`src/rtl/ls_pkg.sv`:
```
`default_nettype none

package ls_pkg;

    // datapath widths
    localparam int xlen        = 32;
    localparam int rob_tag_len = 5;

    // memory opcode
    typedef enum logic [1:0] {
        ls_load  = 2'd0, // sign-extending load
        ls_loadu = 2'd1, // zero-extending load
        ls_store = 2'd2
    } ls_func_e;

    // access size
    typedef enum logic [1:0] {
        size_byte = 2'd0,
        size_half = 2'd1,
        size_word = 2'd2
    } ls_size_e;

    // load/store unit FSM
    typedef enum logic [1:0] {
        lsu_idle = 2'd0, // waiting for queue head
        lsu_mem  = 2'd1, // request held until hit
        lsu_wb   = 2'd2  // result waiting for writeback port
    } lsu_state_e;

endpackage

`default_nettype wire

```
`src/rtl/ls_wb_port.sv`:
```
`timescale 1ns/1ps
`default_nettype none

module ls_wb_port import ls_pkg::*; #(
    parameter int xlen    = ls_pkg::xlen,
    parameter int tag_len = rob_tag_len
) (
    input  logic               clock,
    input  logic               arst_n,
    input  logic               res_valid,
    input  logic [tag_len-1:0] res_tag,
    input  logic [xlen-1:0]    res_data,
    input  logic               res_store,
    output logic               port_busy,
    output logic               wb_req,
    output logic [tag_len-1:0] wb_tag,
    output logic [xlen-1:0]    wb_data,
    output logic               wb_store,
    input  logic               wb_ack
);

    typedef enum logic [1:0] {
        wb_idle    = 2'd0,
        wb_send    = 2'd1, // req high, waiting for ack
        wb_release = 2'd2  // req low, waiting for ack to fall
    } wb_phase_e;

    wb_phase_e phase;

    always_ff @(posedge clock or negedge arst_n) begin
        if (!arst_n) begin
            phase <= wb_idle;
        end else begin
            case (phase)
                wb_idle:    if (res_valid) phase <= wb_send;
                wb_send:    if (wb_ack)    phase <= wb_release;
                wb_release: if (!wb_ack)   phase <= wb_idle;
                default:                   phase <= wb_idle;
            endcase
        end
    end

    // holding register
    always_ff @(posedge clock) begin
        if (phase == wb_idle && res_valid) begin
            wb_tag   <= res_tag;
            wb_data  <= res_data;
            wb_store <= res_store;
        end
    end

    assign wb_req    = (phase == wb_send);
    assign port_busy = (phase != wb_idle); // free only once ack is low again

    a_no_result_when_busy: assert property (@(posedge clock) disable iff (!arst_n)
        res_valid |-> !port_busy);

endmodule

`default_nettype wire

```
`config.mk`:
```
export PLATFORM = sky130hd
export DESIGN_NAME = ls_wb_port
export DESIGN_NICKNAME = d
export VERILOG_FILES = /design/src/rtl/ls_pkg.sv /design/src/rtl/ls_wb_port.sv
export SDC_FILE = /design/constraint.sdc
export NUM_CORES = 1
export LEC_CHECK = 0
export BUFFER_PORTS_ARGS = -buffer_cell sky130_fd_sc_hd__buf_2
export CORE_UTILIZATION = 40
export CTS_BUF_LIST = sky130_fd_sc_hd__clkbuf_4 sky130_fd_sc_hd__clkbuf_8
export DETAILED_ROUTE_END_ITERATION = 8
export PLACE_DENSITY = 0.88
export SYNTH_ARGS = -nofsm -noshare
export SYNTH_HDL_FRONTEND = slang
export SYNTH_SLANG_ARGS = --single-unit
```
`constraint.sdc`:
```
create_clock -name clock -period 5.3 [get_ports clock]
set_clock_uncertainty 0.1 [all_clocks]
set_input_delay 1.06 -clock clock [delete_from_list [all_inputs] [get_ports clock]]
set_output_delay 1.06 -clock clock [all_outputs]
set_load 0.02 [all_outputs]
```
==> results.cfg <==
[synth]
syn_inst = 49
netlist.area_leader.share_pct = 90.93
synth.area.top_cells = sky130_fd_sc_hd__edfxtp_1, sky130_fd_sc_hd__dfrtp_1, sky130_fd_sc_hd__nor2b_4
post_synth_instance_area_sq_um = 1255
synthTopCellsByCount = sky130_fd_sc_hd__edfxtp_1, sky130_fd_sc_hd__dfrtp_1, sky130_fd_sc_hd__nand2b_1
synth.most_common_cell = sky130_fd_sc_hd__edfxtp_1
synth-seq-cells = 40
synth_enable_flop_cells = 38
number_of_different_library_cells_in_the_post_synthesis_netlist = 10
synth-warning-count = 0
synth_top_flop_cell = sky130_fd_sc_hd__edfxtp_1
syn-num-nets = 91
synth_seq_area_share_pct = 94.92
yosys.area.top_type = sky130_fd_sc_hd__edfxtp_1
synth_area_per_cell_sq_um = 25.61
async_reset_ff_share_pct = 5.000

[power_and_ir_drop]
powerDensity_nw_per_um2 = 452.3
share_of_total_power_in_sequential_cells_pct = 56.4
power.internal_uw = 542.1
share_clk_of_total_power_pct = 17.4
power_uw = 794.0
netSwitchingPower_uw = 251.8
leakage_uw = 0.0007647
swShare_pct = 31.72
vdd_drop_max_uv = 318.6
combinationalPowerShare_pct = 26.2

[sta]
postLayoutSetupSlackWorst_ns = 2.905
fmaxAchievable_mhz = 417.6
tightestPinTransition_ns = 0.9701
final.setup.tns_ns = 0
worst_slew_margin_rel_pct = 35.17
finalSetupViolCount = 0
final_max_tran_viols = 0
report.final.hold_viol_count = 0
grt_setup_unrepaired = no
final.period_utilization_pct = 45.18
finalCriticalPeriod_ns = 2.395

[floorplanning]
chipWidth_microns = 58.01
initial_core_util_pct = 43.99
boundaryPins = 82
die_area_sq_um = 3365
count_of_standard_cell_rows = 19
core_region_area_sq_um = 2853
y_dimension_of_the_die_microns = 58.01

[grt]
number_of_antenna_violations_at_the_first_check_in_global_routing = 0
first_global_vias = 818
first_pass_grt_wire_length_microns = 3519
grt_remaining_overflow = 0
track_usage_pct = 15.56
grt_start_max_net_pins = 39

[placed_design]
routabilityCongestion = 0.7264
detailed_place.area_sq_um = 1704
port_buffers = 81
dpl_worst_slack_ns = 2.825

[finish]
multi_input_area_sq_um = 65.06
seq_area_sq_um = 1191
nets_final = 179
antenna-diode-count = 0
synthToLayoutAreaGrowth_pct = 39.88
post-route-util_pct = 61.54
final_area_sq_um = 1755
fillers = 210
drive_above_1_share_pct = 65.94

[setup_path]
worst_path_max_delay_cell = sky130_fd_sc_hd__dfrtp_1
crit_path_max_incr_delay_ns = 0.45
ff2ff_setup_slack_ns = 3.34
startpoint_type = flip-flop
worstReg2RegStart = phase[1]
crit_path_cell_trace = or2_4 -> buf_2
crit_arrival_ns = 1.23
crit_fanout = 4
r2r-end = wb_data[14]
reg2regPathDepth = 2
crit_type = flip-flop to output pin
setup.worst_path.end_class = output pin
worst-endpoint-required_ns = 4.14

[drt]
drt_drc_violations_left = 3
drt-total-wl_microns = 2325
routed-via-count = 771
routed_via_density = 4.562
detail_route.first_pass.iterations = 7
antenna_left = 0
detail_route.iter0.violations = 16
avgRoutedWirePerCell_microns = 13.76

[clocking]
source_to_sink_clock_delay_at_the_later_pin_of_the_worst_skew_pair_ns = 0.33
postCtsSetupBuffers = 0
root_buffer = sky130_fd_sc_hd__clkbuf_4
cts_max_path_buffers = 2
cts.reportedPaths.clkPinSlew_ns = 0.10
post_cts.resized_instances = 0
cts_made_buffers = 5
cts_sinks = 40
count_of_hold_fix_buffers_inserted_at_cts = 0
htree_num_levels = 2
cts_tree = yes

[hold_path]
hp-class = input pin to async pin

[flow_run]
cap_viol_max_count = 0

[outcome]
violations_in_the_final_reports = design-rule violations
result_of_the_run = complete, but fails checks
[cell type report]
class / instances / area share [%]
Clock buffer: 5 / 2.138
Clock inverter: 3 / 0.7840
Inverter: 1 / 0.2138
Multi-Input combinational cell: 8 / 3.706
Sequential cell: 40 / 67.85
Tap cell: 31 / 2.210
Timing Repair Buffer: 81 / 23.09
[registers in the layout (all words and copies together) (netlist names)]
register  flops
wb_data      32
wb_tag        5
phase         2
wb_store      1
[metal layers]
layer  global-route usage (%)  vias to the layer above  part of all wire (%)
met5                        0                        -                     0
met4                    10.20                        0                   2.1
met3                    8.705                        5                    14
met2                    27.09                       59                    52
met1                    13.40                      342                    32
li1                         -                      365                     -
[placed cells by master (no fill, tap or decap)]
master                      n
sky130_fd_sc_hd__a21oi_1    1
sky130_fd_sc_hd__clkinv_2   2
sky130_fd_sc_hd__edfxtp_1  38
sky130_fd_sc_hd__or2_4      1
sky130_fd_sc_hd__buf_2     81
sky130_fd_sc_hd__o21a_1     1
sky130_fd_sc_hd__clkbuf_4   5
sky130_fd_sc_hd__nor2b_4    1
sky130_fd_sc_hd__nor2_4     1
sky130_fd_sc_hd__dfrtp_1    2
sky130_fd_sc_hd__clkinv_1   1
sky130_fd_sc_hd__nor2b_1    1
sky130_fd_sc_hd__inv_1      1
sky130_fd_sc_hd__nand2b_1   2
[per-stage QoR]
stage | instances | hold WS [ns]
CTS | 169 | 0.3707
detailed placement | 161 | 0.4335
global route | 169 | 0.3643
finish | 169 | 0.3906
global placement | 161 | 0.3989
floorplan | 49 | 0.3842
[cells by family (layout without fill, tap and decap cells)]
logic type             count (synthesis)  count (layout)  share of synthesized area, %
AO/OA/AOI/OAI                          2               2                        0.9968
buffers and inverters                  1              90                        0.2988
flip-flops                            40              40                         94.92
AND/OR/NAND/NOR                        6               6                         3.789
[worst max path at each step]
stage	from	endpoint	slack [ns]	cells after the start
after floorplan	res_valid	wb_data[0]	2.70	2
after global placement	res_valid	wb_data[11]	2.88	3
after detailed placement	res_valid	wb_data[12]	2.82	3
after CTS	phase[1]	port_busy	2.89	2
after global routing	phase[1]	port_busy	2.85	2
final	phase[1]	port_busy	2.91	2
[power by group through the flow]
stage | Sequential (uW) | Combinational [uW] | Clock (uW)
2_1_floorplan | 524 | 59.4 | 0
3_3_place_gp | 451 | 204 | 0
3_5_place_dp | 456 | 211 | 0
4_1_cts | 448 | 211 | 147
5_1_grt | 454 | 221 | 159
6_report | 447 | 208 | 138
[worst max-delay path, delay by kind of cell (launching register included)]
kind          cells  cell delay, ns
flops             1            0.45
simple gates      1            0.29
buf+inv           1            0.16
Note: power is estimated with default switching activity, not from simulation.
