## src/rtl/ls_pkg.sv

```systemverilog
`default_nettype none

package ls_pkg;

    // datapath widths
    localparam int xlen        = 32;
    localparam int rob_tag_len = 5;

    // memory opcode
    typedef enum logic [1:0] {
        ls_load  = 2'd0, // sign-extending load
        ls_loadu = 2'd1, // zero-extending load
        ls_store = 2'd2
    } ls_func_e;

    // access size
    typedef enum logic [1:0] {
        size_byte = 2'd0,
        size_half = 2'd1,
        size_word = 2'd2
    } ls_size_e;

    // load/store unit FSM
    typedef enum logic [1:0] {
        lsu_idle = 2'd0, // waiting for queue head
        lsu_mem  = 2'd1, // request held until hit
        lsu_wb   = 2'd2  // result waiting for writeback port
    } lsu_state_e;

endpackage

`default_nettype wire

```

## src/rtl/ls_issue_queue.sv

```systemverilog
`timescale 1ns/1ps
`default_nettype none

module ls_issue_queue import ls_pkg::*; #(
    parameter int xlen        = ls_pkg::xlen,
    parameter int tag_len     = rob_tag_len,
    parameter int queue_depth = 4
) (
    input  logic               clock,
    input  logic               arst_n,
    input  logic               in_req,
    input  ls_func_e           in_func,
    input  ls_size_e           in_size,
    input  logic [xlen-1:0]    in_base,
    input  logic [xlen-1:0]    in_imm,
    input  logic [xlen-1:0]    in_store_data,
    input  logic [tag_len-1:0] in_tag,
    output logic               in_ack,
    input  logic               q_pop,
    output logic               q_valid,
    output ls_func_e           q_func,
    output ls_size_e           q_size,
    output logic [xlen-1:0]    q_base,
    output logic [xlen-1:0]    q_imm,
    output logic [xlen-1:0]    q_store_data,
    output logic [tag_len-1:0] q_tag
);

    localparam int ptr_w = $clog2(queue_depth);
    localparam int cnt_w = $clog2(queue_depth + 1);

    // entry storage, one array per field
    ls_func_e           func_q  [queue_depth];
    ls_size_e           size_q  [queue_depth];
    logic [xlen-1:0]    base_q  [queue_depth];
    logic [xlen-1:0]    imm_q   [queue_depth];
    logic [xlen-1:0]    sdata_q [queue_depth];
    logic [tag_len-1:0] tag_q   [queue_depth];

    logic [ptr_w-1:0] head;
    logic [ptr_w-1:0] tail;
    logic [cnt_w-1:0] count;
    logic             full;
    logic             push;

    assign full = (count == cnt_w'(queue_depth));
    assign push = in_req && !in_ack && !full; // one entry per req phase

    // receiving side of four-phase handshake
    always_ff @(posedge clock or negedge arst_n) begin
        if (!arst_n) begin
            in_ack <= 1'b0;
        end else if (push) begin
            in_ack <= 1'b1;
        end else if (in_ack && !in_req) begin
            in_ack <= 1'b0;
        end
    end

    always_ff @(posedge clock) begin
        if (push) begin
            func_q[tail]  <= in_func;
            size_q[tail]  <= in_size;
            base_q[tail]  <= in_base;
            imm_q[tail]   <= in_imm;
            sdata_q[tail] <= in_store_data;
            tag_q[tail]   <= in_tag;
        end
    end

    // pointers wrap naturally, depth is a power of two
    always_ff @(posedge clock or negedge arst_n) begin
        if (!arst_n) begin
            head  <= '0;
            tail  <= '0;
            count <= '0;
        end else begin
            if (push)
                tail <= tail + 1'b1;
            if (q_pop)
                head <= head + 1'b1;
            case ({push, q_pop})
                2'b10:   count <= count + 1'b1;
                2'b01:   count <= count - 1'b1;
                default: count <= count;
            endcase
        end
    end

    assign q_valid      = (count != '0);
    assign q_func       = func_q[head];
    assign q_size       = size_q[head];
    assign q_base       = base_q[head];
    assign q_imm        = imm_q[head];
    assign q_store_data = sdata_q[head];
    assign q_tag        = tag_q[head];

    // unit must only take a valid head
    a_no_pop_empty: assert property (@(posedge clock) disable iff (!arst_n)
        q_pop |-> q_valid);

    a_count_bound: assert property (@(posedge clock) disable iff (!arst_n)
        count <= cnt_w'(queue_depth));

endmodule

`default_nettype wire

```

## config.mk

```make
export PLATFORM = sky130hd
export DESIGN_NAME = ls_issue_queue
export DESIGN_NICKNAME = d
export VERILOG_FILES = /design/src/rtl/ls_pkg.sv /design/src/rtl/ls_issue_queue.sv
export SDC_FILE = /design/constraint.sdc
export NUM_CORES = 1
export LEC_CHECK = 0
export ABC_AREA = 0
export BUFFER_PORTS_ARGS = -buffer_cell sky130_fd_sc_hd__buf_4
export CAP_MARGIN = 20
export CORE_MARGIN = 5
export CORE_UTILIZATION = 40
export DETAILED_ROUTE_END_ITERATION = 6
export PLACE_DENSITY = 0.65
export SLEW_MARGIN = 25
export SYNTH_ARGS = -nofsm -noshare
export SYNTH_HDL_FRONTEND = slang
export SYNTH_SLANG_ARGS = --single-unit
```

## constraint.sdc

```tcl
create_clock -name clock -period 4.15 [get_ports clock]
set_input_delay 0.415 -clock clock [delete_from_list [all_inputs] [get_ports clock]]
set_output_delay 0.415 -clock clock [all_outputs]
set_load 0.005 [all_outputs]
```

==> results.rst <==
.. list-table::
   :header-rows: 1

   * - Metric
     - Value
   * - DRC marker count from the first detailed-route iteration
     - about 420
   * - Max-slew violations
     - 0
   * - Total die area
     - around 43,000 um2
   * - GP Congestion
     - around 0.7
   * - Global router's overall resource usage
     - 0.1381
   * - Combined area of the multi-input logic cells
     - 2600 um2
   * - Die Wd
     - about 210 um
   * - Most heavily used metal layer in global routing
     - met2
   * - Storage element area
     - around 13,000 um2
   * - IR drop worst, VDD
     - between 0.4 and 0.5 mV
   * - TritonRoute pass-1 iters
     - 5
   * - Clock tree from TritonCTS
     - built
   * - Worst setup skew after layout
     - between 8 and 9 ps
   * - Part of the cycle the worst path needs
     - 0.7366
   * - Met2 Usage GRT
     - 0.2204
   * - Number of nets produced by synthesis
     - about 700
   * - Number of rows created at floorplan
     - slightly above 70
   * - Post-Synthesis Mean Instance Area
     - ~26 um2
   * - Type of the worst min-delay path
     - input pin to register
   * - Overall die height
     - between 200 and 250 um
   * - Maximum number of pins on one net before global-route repair
     - a little under 60
   * - Count of input and output buffers
     - between 200 and 250
   * - Critical path's largest stage delay
     - 880 ps
   * - Min cycle time layout
     - ~3100 ps
   * - Setup Viol. Count Final
     - 0
   * - Number of storage elements in the synthesis netlist
     - 428
   * - Slew of the pin with the lowest slew margin
     - between 700 and 800 ps
   * - Worst path setup slack after routing
     - around 1100 ps
   * - Setup total negative slack
     - 0 ps
   * - Post-Synthesis Cell Area
     - around 16,000 um2
   * - I/O pins
     - 216
   * - Sum of buffers and inverters on the critical path
     - 2
   * - Most common library cell in the layout ignoring fill and taps
     - edfxtp_1
   * - CTS clk-pin slew, worst paths
     - ~60 ps
   * - Initial standard-cell utilization of the core
     - 0.4040
   * - Synth-to-Final Area Change
     - 23.70%
   * - Fill cell instance count of the final layout
     - around 3,100
   * - Buffers inserted during post-CTS setup optimization
     - 0
   * - Synth warnings
     - 0
   * - Total via count after detailed routing
     - about 6,900
   * - Cell mode on critical path
     - buf_4
   * - Startpoint type of the worst setup path
     - register
   * - Routed Antenna Nets
     - 0
   * - Kind of end point of the critical path
     - primary output
   * - Max Fclk
     - approximately 330 MHz
   * - Critical path type
     - register to primary output
   * - Clock net sink count
     - approximately 430
   * - Worst EP arrival
     - between 2000 and 3000 ps
   * - Total overflow reported by the global router
     - 0
   * - Synth Instances
     - ~600
   * - Insertion delay to the later sink of the worst-skew pair
     - approximately 540 ps
   * - Relative max-transition margin
     - 0.5264
   * - Via count normalized by instance count
     - just under 5
   * - Post-CTS sizing
     - 0
   * - H-Tree Level Count
     - 2
   * - Worst EP required
     - approximately 3700 ps
   * - Cells along the critical path
     - buf_4, mux4_2, buf_4
   * - Leak
     - between 0.006 and 0.007 uW
   * - Maximum fanout along the worst path
     - 30
   * - Placement-stage worst setup slack
     - 1562 ps
   * - Pwr per Cell Area
     - about 660 nW/um2
   * - Hold-fix buffer count after cts
     - 1
   * - Max Buffers Root-to-Sink
     - 3
   * - Post-detailed-route DRC marker count
     - 0
   * - Met1 Usage GRT
     - 0.1847
   * - Root Buffer
     - clkbuf_16
   * - Wire per inst
     - 21.43 um
   * - Final Hold Vio Count
     - 0
   * - Routed WL
     - ~30,000 um
   * - Status
     - finished clean
   * - Layout cell share with drive strength beyond 1
     - 0.4672
   * - Half-perimeter wire length after detailed placement
     - roughly 18,000 um
   * - Initial antenna violation count
     - 1
   * - Area of the placeable core
     - 38,560 um2
   * - Setup repair after global routing missed its margin
     - false
   * - Highest-count cells in the layout ignoring fill and taps
     - edfxtp_1 (420), buf_4 (223), mux4_2 (105)
   * - Global-route wire length before repair
     - 46,140 um
   * - Global-route track usage on met3
     - 0.04821
   * - Number of global-route vias before repair
     - ~7,600
   * - Distinct cell type count of the synthesized netlist
     - 20
   * - Number of maximum-capacitance constraint violations
     - 0
   * - Dominant delay contributor by cell family on the critical path
     - flip-flops
   * - Diodes inserted
     - 0
   * - Net count, final
     - 954
   * - Critical-path top delay cell
     - dfrtp_4
   * - Sequential-to-total area share from yosys stat
     - 0.8224
   * - Number of buffers inserted during clock tree synthesis
     - between 40 and 50
cell usage after synthesis (all sizes together):
| cell type | instances | area share |
|---|---|---|
| or3b | 1 | 0.00056 |
| mux2i | 1 | 0.00064 |
| and2 | 4 | 0.0019 |
| edfxtp | 420 | 0.81 |
| fa | 1 | 0.0013 |
| mux2 | 1 | 0.00096 |
| nand2 | 1 | 0.00024 |
| dfrtp | 8 | 0.013 |
| mux4 | 105 | 0.15 |
| buf | 19 | 0.0081 |
| ha | 5 | 0.0040 |
| or3 | 1 | 0.00048 |
| and3b | 1 | 0.00056 |
| nor2 | 1 | 0.00024 |
| clkbuf | 6 | 0.0014 |
| inv | 6 | 0.0014 |
| o21a | 1 | 0.00048 |
| xor2 | 3 | 0.0017 |
| xnor2 | 3 | 0.0017 |
cell type report:
cell class              instances  share of cell area
flip-flops and latches        428              0.6652
well taps                     518             0.03363
inverters                       6            0.001169
multi-input cells             129              0.1349
repair buffers                230             0.09362
clock inverters                25             0.01182
clock buffers                  51             0.05960
state kept, by name, summed over array words and instances (netlist names):
name / count
base_q: 128
count: 3
func_q: 8
head: 2
imm_q: 128
in_ack: 1
sdata_q: 128
size_q: 8
tag_q: 20
tail: 2
where the power goes:
part | switching (uW) | total, uW | internal, uW
logic | 1470 | 3390 | 1920
registers | 265 | 5590 | 5330
clock network | 1550 | 3770 | 2220
cells by family (layout without fill, tap and decap cells):
kind of cell    after synthesis  in the layout  synth area share
simple gates                  9              9          0.004016
compound gates                1              1         0.0004821
flops                       428            428            0.8224
mux                         107            107            0.1534
buf+inv                      31            312           0.01100
xor+xnor                      6              6          0.003374
fa+ha+maj                     6              6          0.005301
metrics by stage:
step	cell area (um2)	std cells	hold slack (ps)	util	power [uW]
final	19270	1387	65.31	0.4998	12760
after global routing	19270	1387	25.60	0.4998	13410
after CTS	19270	1387	23.07	0.4998	13020
after detailed placement	17880	1310	245.1	0.4639	9200
after global placement	17880	1310	241.9	0.4639	9168
after floorplan	15580	588	119.4	-	7505
per-layer routing:
| metal | vias to the layer above | routed length (um) |
|---|---|---|
| li1 | 3026 | - |
| met1 | 3608 | 12420 |
| met2 | 215 | 14440 |
| met3 | 48 | 2263 |
| met4 | 2 | 584 |
| met5 | - | 13 |
path summary, 6_finish.rpt:
kind                       startpoint       endpoint  slack, ps  cells after the start
max reg2reg                  count[2]  sdata_q[0][1]       1770                      4
min reg2reg                  count[2]       count[2]        470                      1
max                           head[0]       q_tag[4]       1090                      3
min in group asynchronous      arst_n         in_ack        220                      2
min                        in_base[1]   base_q[2][1]         70                      1
max in group asynchronous      arst_n        head[0]       3780                      2
Power figures use the tool's default switching activity.
