### src/rtl/ls_pkg.sv
`default_nettype none

package ls_pkg;

    // datapath widths
    localparam int xlen        = 32;
    localparam int rob_tag_len = 5;

    // memory opcode
    typedef enum logic [1:0] {
        ls_load  = 2'd0, // sign-extending load
        ls_loadu = 2'd1, // zero-extending load
        ls_store = 2'd2
    } ls_func_e;

    // access size
    typedef enum logic [1:0] {
        size_byte = 2'd0,
        size_half = 2'd1,
        size_word = 2'd2
    } ls_size_e;

    // load/store unit FSM
    typedef enum logic [1:0] {
        lsu_idle = 2'd0, // waiting for queue head
        lsu_mem  = 2'd1, // request held until hit
        lsu_wb   = 2'd2  // result waiting for writeback port
    } lsu_state_e;

endpackage

`default_nettype wire

### src/rtl/ls_unit.sv
`timescale 1ns/1ps
`default_nettype none

module ls_unit import ls_pkg::*; #(
    parameter int xlen    = ls_pkg::xlen,
    parameter int tag_len = rob_tag_len
) (
    input  logic               clock,
    input  logic               arst_n,
    input  logic               q_valid,
    input  ls_func_e           q_func,
    input  ls_size_e           q_size,
    input  logic [xlen-1:0]    q_base,
    input  logic [xlen-1:0]    q_imm,
    input  logic [xlen-1:0]    q_store_data,
    input  logic [tag_len-1:0] q_tag,
    output logic               q_pop,
    output logic               mem_read,
    output logic               mem_write,
    output logic [xlen-1:0]    mem_addr,
    output ls_size_e           mem_size,
    output logic [xlen-1:0]    mem_wdata,
    input  logic               mem_hit,
    input  logic [xlen-1:0]    mem_rdata,
    input  logic               port_busy,
    output logic               res_valid,
    output logic [tag_len-1:0] res_tag,
    output logic [xlen-1:0]    res_data,
    output logic               res_store
);

    lsu_state_e state;

    // latched instruction
    ls_func_e           func_q;
    ls_size_e           size_q;
    logic [xlen-1:0]    addr_q;
    logic [xlen-1:0]    wdata_q;
    logic [tag_len-1:0] tag_q;
    logic [xlen-1:0]    res_data_q;

    logic [xlen-1:0] agen_addr;
    logic [xlen-1:0] st_lane;
    logic [xlen-1:0] st_shifted;
    logic [xlen-1:0] ld_lane;
    logic [xlen-1:0] ld_ext;
    logic            sign_bit;

    assign agen_addr = q_base + q_imm;

    // move store data up into its byte lane
    always_comb begin
        case (q_size)
            size_byte: st_lane = {{(xlen-8){1'b0}}, q_store_data[7:0]};
            size_half: st_lane = {{(xlen-16){1'b0}}, q_store_data[15:0]};
            default:   st_lane = q_store_data;
        endcase
        st_shifted = st_lane << {agen_addr[1:0], 3'b000};
    end

    // pull the addressed lane down, then extend
    always_comb begin
        ld_lane  = mem_rdata >> {addr_q[1:0], 3'b000};
        sign_bit = 1'b0;
        case (size_q)
            size_byte: begin
                sign_bit = (func_q == ls_load) && ld_lane[7];
                ld_ext   = {{(xlen-8){sign_bit}}, ld_lane[7:0]};
            end
            size_half: begin
                sign_bit = (func_q == ls_load) && ld_lane[15];
                ld_ext   = {{(xlen-16){sign_bit}}, ld_lane[15:0]};
            end
            default:   ld_ext = ld_lane;
        endcase
    end

    always_ff @(posedge clock or negedge arst_n) begin
        if (!arst_n) begin
            state <= lsu_idle;
        end else begin
            case (state)
                lsu_idle: if (q_valid)    state <= lsu_mem;
                lsu_mem:  if (mem_hit)    state <= lsu_wb;
                lsu_wb:   if (!port_busy) state <= lsu_idle;
                default:                  state <= lsu_idle;
            endcase
        end
    end

    always_ff @(posedge clock) begin
        if (q_pop) begin
            func_q  <= q_func;
            size_q  <= q_size;
            addr_q  <= agen_addr;
            wdata_q <= st_shifted;
            tag_q   <= q_tag;
        end
        if (state == lsu_mem && mem_hit)
            res_data_q <= (func_q == ls_store) ? '0 : ld_ext; // stores report zero
    end

    assign q_pop = (state == lsu_idle) && q_valid;

    // request held for the whole lsu_mem state
    assign mem_read  = (state == lsu_mem) && (func_q != ls_store);
    assign mem_write = (state == lsu_mem) && (func_q == ls_store);
    assign mem_addr  = addr_q;
    assign mem_size  = size_q;
    assign mem_wdata = wdata_q;

    assign res_valid = (state == lsu_wb) && !port_busy;
    assign res_tag   = tag_q;
    assign res_data  = res_data_q;
    assign res_store = (func_q == ls_store);

    a_rw_exclusive: assert property (@(posedge clock) disable iff (!arst_n)
        !(mem_read && mem_write));

    // fields frozen until the memory answers
    a_req_stable: assert property (@(posedge clock) disable iff (!arst_n)
        (mem_read || mem_write) && !mem_hit |=>
            $stable(mem_read) && $stable(mem_write) && $stable(mem_addr) &&
            $stable(mem_size) && $stable(mem_wdata));

    a_aligned: assert property (@(posedge clock) disable iff (!arst_n)
        (mem_read || mem_write) |->
            !(mem_size == size_half && mem_addr[0]) &&
            !(mem_size == size_word && mem_addr[1:0] != 2'b00));

endmodule

`default_nettype wire

### config.mk
export PLATFORM = sky130hd
export DESIGN_NAME = ls_unit
export DESIGN_NICKNAME = d
export VERILOG_FILES = /design/src/rtl/ls_pkg.sv /design/src/rtl/ls_unit.sv
export SDC_FILE = /design/constraint.sdc
export NUM_CORES = 1
export LEC_CHECK = 0
export BUFFER_PORTS_ARGS = -buffer_cell sky130_fd_sc_hd__clkbuf_2
export CORE_UTILIZATION = 25
export CTS_CLUSTER_DIAMETER = 120
export DETAILED_ROUTE_END_ITERATION = 8
export PLACE_DENSITY = 0.46
export SLEW_MARGIN = 20
export SYNTH_ARGS = -nofsm -noshare
export SYNTH_HDL_FRONTEND = slang
export SYNTH_SLANG_ARGS = --single-unit
### constraint.sdc
create_clock -name clock -period 5.74 [get_ports clock]
set_input_delay 0.287 -clock clock [delete_from_list [all_inputs] [get_ports clock]]
set_output_delay 0.287 -clock clock [all_outputs]
set_load 0.01 [all_outputs]
==> metrics.md, run 1 <==
| Metric | Value |
|---|---|
| Post-DRT Antenna Nets | 0 |
| Port Buffers | 249 |
| Synth top area cells | edfxtp_1, ha_1, a21oi_1 |
| Yosys cell types | 55 |
| Worst-Skew Late Latency | 0.35 ns |
| Cells after Synth | 590 |
| Die area | 25870 sq um |
| # setup viols final | 0 |
| Fin crit period | 2.679 ns |
| Fraction of the mapped netlist area in compound gates | 17.71% |
| Crit path launch type | register |
| Syn_nets | 764 |
| Largest family of logic cells by synthesized area | compound AO/OA/AOI/OAI gates |
| Relative slew margins | around 46% |
| Largest net degree at the start of global routing | 43 |
| Total gr overflow | 0 |
| Post-Syn Area per Cell | around 11 sq um |
| GR Util All Layers | roughly 15% |
| Final hold vios | 0 |
| Max incr delay on CP | about 0.60 ns |
| Total CTS buffers | 9 |
| Most common cell after layout, fill and taps aside | clkbuf_2 |
| Mux cell area share after synthesis | 5.613% |
| Chip width | 160.9 microns |
| Ant diodes | 0 |
| Post-Place Cells | 1142 |
| Data arrival, critical path | 2.39 ns |
| Post-Synthesis Cell Area | around 6300 sq um |
| Post-synth EDFFs | approximately 110 |
| Final worst path period share | 46.67% |
| Fin cells | 1158 |
| Clk_skew | 0.01051 ns |
| Setup ws final | 3.061 ns |
| # DRC | 0 |
| # clock sinks | around 110 |
| Post-synth top area cell | edfxtp_1 |
| Vias/cell | 4.715 |
| PD cells | 337.8 nW/um^2 |
| DR iter-0 viols | 345 |
| Post-synth top area share | between 40% and 50% |
| Top_reg_cell synth | edfxtp_1 |
| # Max-Cap Violations | 0 |
| Row Count | 57 |
| Post_cts resized | 0 |
| Clk buf depth | 2 |
| Min-delay worst type | in -> reg |
| Max Freq | 0.3733 GHz |
| Most frequent cells in the layout | clkbuf_2, edfxtp_1, nand2_1, a21oi_1, nor2_1 |
| Worst Path Required | ~5.5 ns |
| CTS Root Cell | clkbuf_16 |
| Status | finished, final reports clean |
| Slowest stage cell on the critical path | buf_4 |
| Share of cells above drive strength 1 | between 30% and 40% |
| Drt first pass iters | 4 |
| Crit. End Element | primary output |
| XOR/XNOR Fraction of Synth Area | between 3 and 4% |
| Fin nets | 1004 |
| H-tree levels | 3 |
| Routability cong. | just over 0.8 |
| Post-DR wirelength/cell | 17.47 microns |
| First-pass GRT wire length | 30650 microns |
| Synth warn | 0 |
| Worst-path fanout max | 42 |
| WP buf/inv | 2 |
| Placement Setup Slack | 2.846 ns |
| Initial core utilization | around 26% |
| Worst Max-Slew Pin Slew | 0.8028 ns |
| Clk slew on worst S/H paths | 0.08 ns |
| Max-slew violation count | 0 |
| Adder-cell area share of the yosys netlist | about 6.5% |
| Top cell family by delay on the critical path | buffers and inverters |
| Yosys reg bits | 107 |
| Async SR Flop Fraction | 1.869% |
| Vias in the first global route | 5537 |
| Final HPWL DP | 15870 microns |
| Overall via count from detail_route | 5460 |
| Placeable core region | about 25000 sq um |
| CTS tree | built |
| Setup TNS | 0 ns |
| VDD IR max | 134.4 uV |
| Final Core Density | between 30 and 40% |
| Die Height | between 150 and 200 microns |
| Simple-gate share of the synthesized area | 12.63% |
| Pwr Total | 0.002765 W |
| Ports | 250 |
| Leakage Power | 3.472 nW |
| Initial antenna violation count | 2 |
| Crit-path cells | nand2b_1, nor2_4, buf_4, clkbuf_2 |
| RSZ-0062 raised after global routing | no |
| Setup CP Type | reg -> out |
| WL final | 20230 microns |
| Area Growth Syn to Fin | 29.73% |
| Sequential area share after synthesis | 50.77% |
[area by class of cell]
cell class,count,area [sq um]
clock buffer,9,225.2
clock inverter,6,55.05
fill,2612,16350
inverter,16,60.06
multi-input combinational,440,2934
sequential,107,3203
tap,324,405.4
timing repair buffer,256,1301
[through the flow]
| step | instance area [sq um] | hold slack (ns) |
|---|---|---|
| global route | 8184 | 0.07607 |
| global placement | 7894 | 0.07626 |
| finish | 8184 | 0.09725 |
| detailed placement | 7894 | 0.07697 |
| floorplan | 6309 | -0.008591 |
| CTS | 8184 | 0.07959 |
[state kept, by name (all words and copies together), names as in the netlist]
name / count
func_q: 2
mem_addr: 32
mem_size: 2
mem_wdata: 32
res_data: 32
res_tag: 5
state: 2
[worst reg2reg max path, stage by stage, from the launching register on]
cell	delay (ns)
edfxtp_1	0.69
nor2b_4	0.37
nand2_1	0.08
o21ai_1	0.12
mux2i_1	0.10
or4_1	0.79
a21oi_1	0.25
[layer usage]
layer	wire (microns)	vias to the layer above	global-route usage (%)
met2	9711	182	25.98
met3	1316	19	3.512
met1	8888	2564	19.68
li1	-	2693	-
met5	13	-	0
met4	295	2	4.889
[timing repair]
| action | in CTS | in global routing |
|---|---|---|
| setup buffers | 0 | 0 |
| hold buffers | 1 | 0 |
| setup endpoints to repair | 0 | 0 |
| endpoints found under the hold margin | 2 | 0 |
[cells by family (layout without fill, tap and decap cells)]
| family | after synthesis | in the layout |
|---|---|---|
| AO/OA/AOI/OAI | 172 | 172 |
| AND/OR/NAND/NOR | 174 | 174 |
| XOR/XNOR | 28 | 28 |
| adder cells (fa/ha/maj) | 32 | 32 |
| buffers and inverters | 43 | 287 |
| multiplexers | 34 | 34 |
| flip-flops | 107 | 107 |
[worst paths after layout]
check / cells past startpoint / endpoint / slack (ns) / startpoint
setup / recovery: 4 / q_pop / 3.06 / state[0]
max in group asynchronous: 2 / state[0] / 5.40 / arst_n
hold / removal: 1 / res_tag[1] / 0.1 / q_tag[1]
min in group asynchronous: 2 / state[1] / 0.25 / arst_n
hold reg to reg: 1 / state[0] / 0.59 / state[1]
setup reg to reg: 6 / res_data[18] / 3.20 / mem_addr[1]
[cells in the mapped netlist, drive strengths merged (8+ instances only)]
cell and instances:
a21oi 63, inv 16, o22ai 20, mux2i 26, nor3 8, nor2 47
ha 31, xor2 10, a211oi 15, mux2 8, and2 12, xnor2 18
edfxtp 105, nand3 9, nor2b 8, clkbuf 19, nand2 67, o21ai 30
buf 8, a22oi 8
[report_power, final]
part           internal (W)  total (W)  switching, W  leakage [nW]
registers           0.00113    0.00121     0.0000773          1.02
logic              0.000351   0.000945      0.000594          2.32
clock network      0.000298   0.000613      0.000315         0.136
Power figures use the tool's default switching activity.
==> run 2: changes to the inputs <==
- ABC_AREA: unset -> 1
- clock period: 5.74 -> 2.4 ns (I/O delays scaled with it)
==> run 2 against run 1 <==
  * Clock skew up 0.0018 ns
  * Non-clock buffer count is 16 higher
  * Largest power group unchanged
  * Combinational power rose to 2.6 times the previous value
  * Highest routed layer is now met4
  * Die area increased by 13%
==> metrics.md, run 2 <==
| Metric | Value |
|---|---|
| GR Util All Layers | 15.16% (was 15.50%) |
| Most common cell after layout, fill and taps aside | nand2_1 (was clkbuf_2) |
| Row Count | 61 (was 57) |
| Placement Setup Slack | 0.3329 ns (was 2.846 ns) |
| VDD IR max | 381.6 uV (was 134.4 uV) |
| Clk slew on worst S/H paths | 0.08 ns (about the same) |
| # DRC | 0 (unchanged) |
| Footprint of the multi-input gates | 3251 sq um (was 2934 sq um) |
| Sequential area share after synthesis | 44.86% (was 50.77%) |
| Setup CP Type | reg -> reg (was reg -> out) |
| Final worst path period share | between 80% and 90% |
| Top_reg_cell synth | edfxtp_1 (unchanged) |
| Drt first pass iters | 5 (was 4) |
| Yosys reg bits | 107 (unchanged) |
| Cells after Synth | 948 (was 590) |
| Port Buffers | 249 (unchanged) |
| CTS Root Cell | clkbuf_16 (unchanged) |
| Worst Path Required | 2.58 ns (was 5.45 ns) |
| Vias in the first global route | 6271 (was 5537) |
| Vias/cell | 4.244 (was 4.715) |
| Post-synth EDFFs | 105 (unchanged) |
| Routability cong. | 0.8199 (was 0.8109) |
| CTS tree | built (unchanged) |
| Most frequent cells after synthesis | nand2_1, inv_1, edfxtp_1, nand3_1, nor2_1 (was edfxtp_1, nand2_1, a21oi_1, nor2_1, ha_1) |
| Placeable core region | 27930 sq um (was 24530 sq um) |
| Worst Max-Slew Pin Slew | 0.6497 ns (was 0.8028 ns) |
| Worst-Skew Late Latency | 0.36 ns (was 0.35 ns) |
| Max-slew violation count | 0 (unchanged) |
| Adder-cell area share of the yosys netlist | 5.712% (was 6.466%) |
| # Max-Cap Violations | 0 (unchanged) |
| Clk buf depth | 2 (unchanged) |
| Crit. End Element | register (was primary output) |
| Post-Synthesis Cell Area | 7141 sq um (was 6309 sq um) |
| Crit-path cells | buf_4, nand2_1, nand3_1, o21a_2, nand3_2, a21oi_1 (was nand2b_1, nor2_4, buf_4, clkbuf_2) |
| Post-synth top area share | 44.16% (was 49.98%) |
| Die area | 29240 sq um (was 25870 sq um) |
| Overall via count from detail_route | 6727 (was 5460) |
| Top cell family by delay on the critical path | simple AND/OR/NAND/NOR gates (was buffers and inverters) |
| Setup TNS | 0 ns (unchanged) |
| Yosys cell types | 32 (was 55) |
| WL final | 22650 microns (was 20230 microns) |
| XOR/XNOR Fraction of Synth Area | 1.963% (was 3.887%) |
| Post-Syn Area per Cell | 7.532 sq um (was 10.69 sq um) |
| Initial antenna violation count | 1 (was 2) |
| Ports | 250 (unchanged) |
| PD cells | 750.5 nW/um^2 (was 337.8 nW/um^2) |
| Total gr overflow | 0 (unchanged) |
| # clock sinks | 107 (unchanged) |
| Leakage Power | 4.961 nW (was 3.472 nW) |
| WP buf/inv | 1 (was 2) |
| Fraction of the mapped netlist area in compound gates | 6.956% (was 17.71%) |
| First-pass GRT wire length | 33780 microns (was 30650 microns) |
| Filler Cell Count | 3081 (was 2612) |
| Simple-gate share of the synthesized area | 30.75% (was 12.63%) |
| Initial core utilization | 25.56% (was 25.71%) |
| Slowest stage cell on the critical path | nand3_2 (was buf_4) |
| Synth warn | 0 (unchanged) |
| Post-DR wirelength/cell | 14.29 microns (was 17.47 microns) |
| Data arrival, critical path | 2.18 ns (was 2.39 ns) |
| Die Height | 171.0 microns (was 160.9 microns) |
| Post-DRT Antenna Nets | 0 (unchanged) |
| Reg2Reg Setup Slack | 0.41 ns (was 3.20 ns) |
| Mux cell area share after synthesis | 0% (was 5.613%) |
| Chip width | 171.0 microns (was 160.9 microns) |
| Post-synth top area cell | edfxtp_1 (unchanged) |
| Post_cts resized | 0 (unchanged) |
| Syn_nets | 1122 (was 764) |
| Synth top area cells | edfxtp_1, nand2_1, inv_1 (was edfxtp_1, ha_1, a21oi_1) |
| Seq. cell area | 3203 sq um (unchanged) |
| Share of cells above drive strength 1 | 24.71% (was 35.85%) |
| Final hold vios | 0 (unchanged) |
| Total CTS buffers | 9 (unchanged) |
| Relative slew margins | 56.64% (was 46.42%) |
| Fin crit period | 1.994 ns |
| # setup viols final | 0 (unchanged) |
| Setup ws final | 0.4064 ns (was 3.061 ns) |
| Clk_skew | 0.01228 ns (was 0.01051 ns) |
| Min-delay worst type | in -> reg (unchanged) |
| Largest family of logic cells by synthesized area | simple AND/OR/NAND/NOR gates (was compound AO/OA/AOI/OAI gates) |
| Cell with the most instances after synthesis | nand2_1 (was edfxtp_1) |
| RSZ-0062 raised after global routing | no (unchanged) |
| Async SR Flop Fraction | 1.869% (unchanged) |
| H-tree levels | 3 (unchanged) |
| Fin nets | 1375 (was 1004) |
| Area Growth Syn to Fin | 29.47% (was 29.73%) |
| Worst-path fanout max | 25 (was 42) |
| Post-CTS Setup Inserts | 0 (unchanged) |
| DR iter-0 viols | 457 (was 345) |
| Crit path launch type | register (unchanged) |
| Status | finished, final reports clean (unchanged) |
| Max Freq | 0.5016 GHz |
| Largest net degree at the start of global routing | 75 (was 43) |
| Max incr delay on CP | 0.50 ns (was 0.60 ns) |
| Final HPWL DP | 17750 microns (was 15870 microns) |
| Most frequent cells in the layout | nand2_1, clkbuf_2, inv_1, edfxtp_1, nand3_1 (was clkbuf_2, edfxtp_1, nand2_1, a21oi_1, nor2_1) |
[run 2: kinds of logic (layout without fill, tap and decap cells)]
| group | Yosys count | after routing |
|---|---|---|
| xor+xnor | 16 | 16 |
| other cells | 0 | 1 |
| flops | 107 | 107 |
| buf+inv | 174 | 432 |
| simple gates | 532 | 532 |
| compound gates | 87 | 87 |
| fa+ha+maj | 32 | 32 |
[run 2: layout make-up]
| class | instances | share of cell area, % |
|---|---|---|
| Multi-Input combinational cell | 667 | 35.16 |
| Clock inverter | 7 | 1.001 |
| Clock buffer | 9 | 2.436 |
| Tap cell | 378 | 5.116 |
| Timing Repair Buffer | 272 | 15.75 |
| Inverter | 144 | 5.860 |
| Sequential cell | 107 | 34.65 |
| Antenna cell | 1 | 0.02707 |
[run 2: where the power goes]
part | switching, W | total, W | internal [W]
combinational | 0.00160 | 0.00245 | 0.000844
clock | 0.000804 | 0.00164 | 0.000841
sequential | 0.000154 | 0.00285 | 0.00269
[run 2: worst paths after layout]
| check | from | endpoint | cells after the start |
|---|---|---|---|
| max | mem_addr[0] | res_data[10] | 6 |
| max in group asynchronous | arst_n | state[0] | 2 |
| max reg2reg | mem_addr[0] | res_data[10] | 6 |
| min reg2reg | state[1] | state[1] | 1 |
| min | port_busy | state[1] | 2 |
| min in group asynchronous | arst_n | state[1] | 2 |
[run 2: through the flow]
stage	hold WS [ns]	instance area (sq um)	utilization, %	power (W)	instances
floorplan	-0.1756	7148	-	0.004340	948
global placement	-0.09499	8825	31.59	0.005376	1558
detailed placement	-0.09175	8825	31.59	0.005368	1558
CTS	0.009775	9243	33.09	0.007079	1584
global route	0.03184	9245	33.10	0.007400	1585
finish	0.03319	9245	33.10	0.006939	1585
[run 2: metal layers]
metal	up-vias	track usage, %	share of wire (%)
met5	-	0	0
met4	0	4.076	1.2
met3	16	2.128	5.2
met2	197	26.94	50
met1	2971	19.04	44
li1	3543	-	-
[run 2: worst reg2reg max path, delay by kind of cell (launching register included)]
| kind | cells | cell delay (ns) |
|---|---|---|
| AOI/OAI and AO/OA | 2 | 0.50 |
| buffers and inverters | 1 | 0.28 |
| DFF | 1 | 0.37 |
| and+or+nand+nor | 3 | 0.69 |
[run 2: what timing repair did]
item,in CTS,in global routing
hold endpoints to repair,11,0
hold buffers,10,0
endpoints found under the setup margin,0,0
==> run 3: changes to the inputs <==
- ABC_AREA: 1 -> 0
- PLACE_DENSITY: 0.46 -> 0.47
- clock period: 2.4 -> 1.7 ns (I/O delays scaled with it)
==> run 3 against run 2 <==
  * The run now ends with negative setup slack left
  * Final area rose by 5.9%
  * Critical path depth did not move
  * Global-route usage rose by 1.1 points
  * Sequential power rose by 44%
  * Sequential share of layout area fell by 1.9 points
  * Register-to-register slack got worse by 0.60 ns
  * Clock-buffer cell count did not move
  * Wire length fell by 6.7%
  * Worst setup slack got worse by 0.60 ns
  * Critical endpoint is now res_data[27]
==> metrics.md, run 3 (same netlist as run 1, synthesis figures left out) <==
| Metric | Value |
|---|---|
| Status | finished, violations left (was finished, final reports clean) |
| Failing checks | negative setup slack |
| Post-Route M1 WL | 9620 microns (was 9990 microns) |
| Ports | 250 (unchanged) |
| Total CTS buffers | 9 (unchanged) |
| Placeable core region | 24530 sq um (was 27930 sq um) |
| Final hold vios | 0 (unchanged) |
| Worst-Skew Late Latency | 0.35 ns (was 0.36 ns) |
| Relative slew margins | 70.67% (was 56.64%) |
| Filler Cell Count | 2503 (was 3081) |
| CTS Root Cell | clkbuf_16 (unchanged) |
| Chip width | 160.9 microns (was 171.0 microns) |
| Most common cell after layout, fill and taps aside | clkbuf_2 (was nand2_1) |
| Overall via count from detail_route | 5915 (was 6727) |
| Worst Path Required | 1.92 ns (was 2.58 ns) |
| Met2 wire length | 10150 microns (was 11220 microns) |
| Seq. cell area | 3203 sq um (unchanged) |
| Vias/cell | 4.571 (was 4.244) |
| Final Core Density | 39.90% (was 33.10%) |
| WL final | 21140 microns (was 22650 microns) |
| Largest net degree at the start of global routing | 35 (was 75) |
| Routability cong. | 0.8528 (was 0.8199) |
| Leakage Power | 4.217 nW (was 4.961 nW) |
| RSZ-0062 raised after global routing | yes (was no) |
| Max-slew violation count | 0 (unchanged) |
| First-pass GRT wire length | 32750 microns (was 33780 microns) |
| VDD IR max | 415.1 uV (was 381.6 uV) |
| Clk slew on worst S/H paths | 0.08 ns (about the same) |
| Highest Signal Layer | met5 (was met4) |
| Drt first pass iters | 4 (was 5) |
| Data arrival, critical path | 2.10 ns (was 2.18 ns) |
| Final worst path period share | 111.2% (was 83.07%) |
| DR WL met3 | 1204 microns (was 1177 microns) |
| Placement Setup Slack | -0.5025 ns (was 0.3329 ns) |
| Initial core utilization | 25.71% (was 25.56%) |
| Setup ws final | -0.1896 ns (was 0.4064 ns) |
| Port Buffers | 249 (unchanged) |
| Crit-path cells | mux2i_1, o21ai_1, mux2i_1, or4_4, buf_12, a21oi_2 (was buf_4, nand2_1, nand3_1, o21a_2, nand3_2, a21oi_1) |
| Setup TNS | -3.146 ns (was 0 ns) |
| Final HPWL DP | 16420 microns (was 17750 microns) |
| Post-DR wirelength/cell | 16.34 microns (was 14.29 microns) |
| Most frequent cells in the layout | clkbuf_2, buf_4, edfxtp_1, nand2_1, nor2_1 (was nand2_1, clkbuf_2, inv_1, edfxtp_1, nand3_1) |
| Post-DRT Antenna Nets | 0 (unchanged) |
| Total gr overflow | 0 (unchanged) |
| Share of cells above drive strength 1 | 49.64% (was 24.71%) |
| # clock sinks | 107 (unchanged) |
| Crit. End Element | register (unchanged) |
| Initial antenna violation count | 2 (was 1) |
| Min-delay worst type | in -> async (was in -> reg) |
| # DRC | 0 (unchanged) |
| Reg2Reg Depth | 6 (unchanged) |
| Setup CP Type | reg -> reg (unchanged) |
| Pwr Total | 0.01044 W (was 0.006939 W) |
| Row Count | 57 (was 61) |
| Area Growth Syn to Fin | 55.18% (was 29.47%) |
| Tightest hold margin | 0.03588 ns (was 0.03319 ns) |
| GR Util All Layers | 16.28% (was 15.16%) |
| Footprint of the multi-input gates | 3336 sq um (was 3251 sq um) |
| Most frequent CP cell | mux2i_1 |
| Clk buf depth | 2 (unchanged) |
| Crit path launch type | register (unchanged) |
| Die area | 25870 sq um (was 29240 sq um) |
| Worst-path fanout max | 16 (was 25) |
| Die Height | 160.9 microns (was 171.0 microns) |
| Top cell family by delay on the critical path | flip-flops (was simple AND/OR/NAND/NOR gates) |
| # Max-Cap Violations | 0 (unchanged) |
| Fin crit period | 1.890 ns (was 1.994 ns) |
| Slowest stage cell on the critical path | edfxtp_1 (was nand3_2) |
| Fin nets | 1138 (was 1375) |
| H-tree levels | 3 (unchanged) |
| Max Freq | 0.5292 GHz (was 0.5016 GHz) |
| CTS tree | built (unchanged) |
| DR iter-0 viols | 280 (was 457) |
| Levels on crit path | 6 (unchanged) |
| Vias in the first global route | 6019 (was 6271) |
| Clk_skew | 0.01215 ns (was 0.01228 ns) |
| # setup viols final | 28 (was 0) |
| Max incr delay on CP | 0.55 ns (was 0.50 ns) |
| PD cells | 1067 nW/um^2 (was 750.5 nW/um^2) |
| WP buf/inv | 1 (unchanged) |
| Worst Max-Slew Pin Slew | 0.4388 ns (was 0.6497 ns) |
run 3: changes by cell type in the layout (fill, tap and decap cells not counted), sizes merged, moves of 21 or more:
cell / previous run / this run
a21oi: 32 / 63
buf: 13 / 130
inv: 146 / 21
mux2i: 0 / 26
nand2: 368 / 67
nand3: 85 / 9
nor2: 68 / 47
run 3: cell type report:
class                           count  area share (%)
Antenna cell                        1         0.02556
Clock buffer                        9           2.301
Clock inverter                      7          0.5752
Inverter                           16          0.6135
Multi-Input combinational cell    440           34.07
Sequential cell                   107           32.72
Tap cell                          324           4.141
Timing Repair Buffer              390           25.55
run 3: metal layers:
layer	track usage, %	vias to the layer above
met5	0	-
met4	3.431	2
met3	3.383	13
met2	27.21	181
met1	21.58	2761
li1	-	2958
run 3: repair_timing:
item	CTS	global route
pin swaps	12	24
cloned	1	0
hold buffers	13	0
endpoints found under the hold margin	13	0
endpoints found under the setup margin	36	48
resized for setup	8	43
buffers inserted	7	9
run 3: worst reg2reg max path, stage by stage (launching register included):
cell and delay (ns):
edfxtp_1 0.55, mux2i_1 0.17, o21ai_1 0.19, mux2i_1 0.11, or4_4 0.44, buf_12 0.18
a21oi_2 0.13
run 3: report_power, final:
part	switching [W]	total, W	internal (W)	leakage [nW]
clock	0.00108	0.00211	0.00103	0.143
combinational	0.00226	0.00425	0.00199	3.05
sequential	0.000281	0.00409	0.00381	1.02
total	0.00362	0.0104	0.00682	4.22
run 3: through the flow:
stage / area [sq um] / instances
6_report: 9789 / 1294
5_1_grt: 9787 / 1293
4_1_cts: 9523 / 1284
3_5_place_dp: 8989 / 1247
3_3_place_gp: 8989 / 1247
2_1_floorplan: 6531 / 590
run 3: worst paths after layout:
path	from	slack, ns	to
min in group clock	q_store_data[6]	0.05	mem_wdata[6]
worst min register to register	state[1]	0.70	state[1]
max in group asynchronous	arst_n	1.57	state[0]
worst max register to register	mem_addr[0]	-0.19	res_data[27]
worst min-delay path	arst_n	0.04	state[1]
worst max-delay path	mem_addr[0]	-0.19	res_data[27]
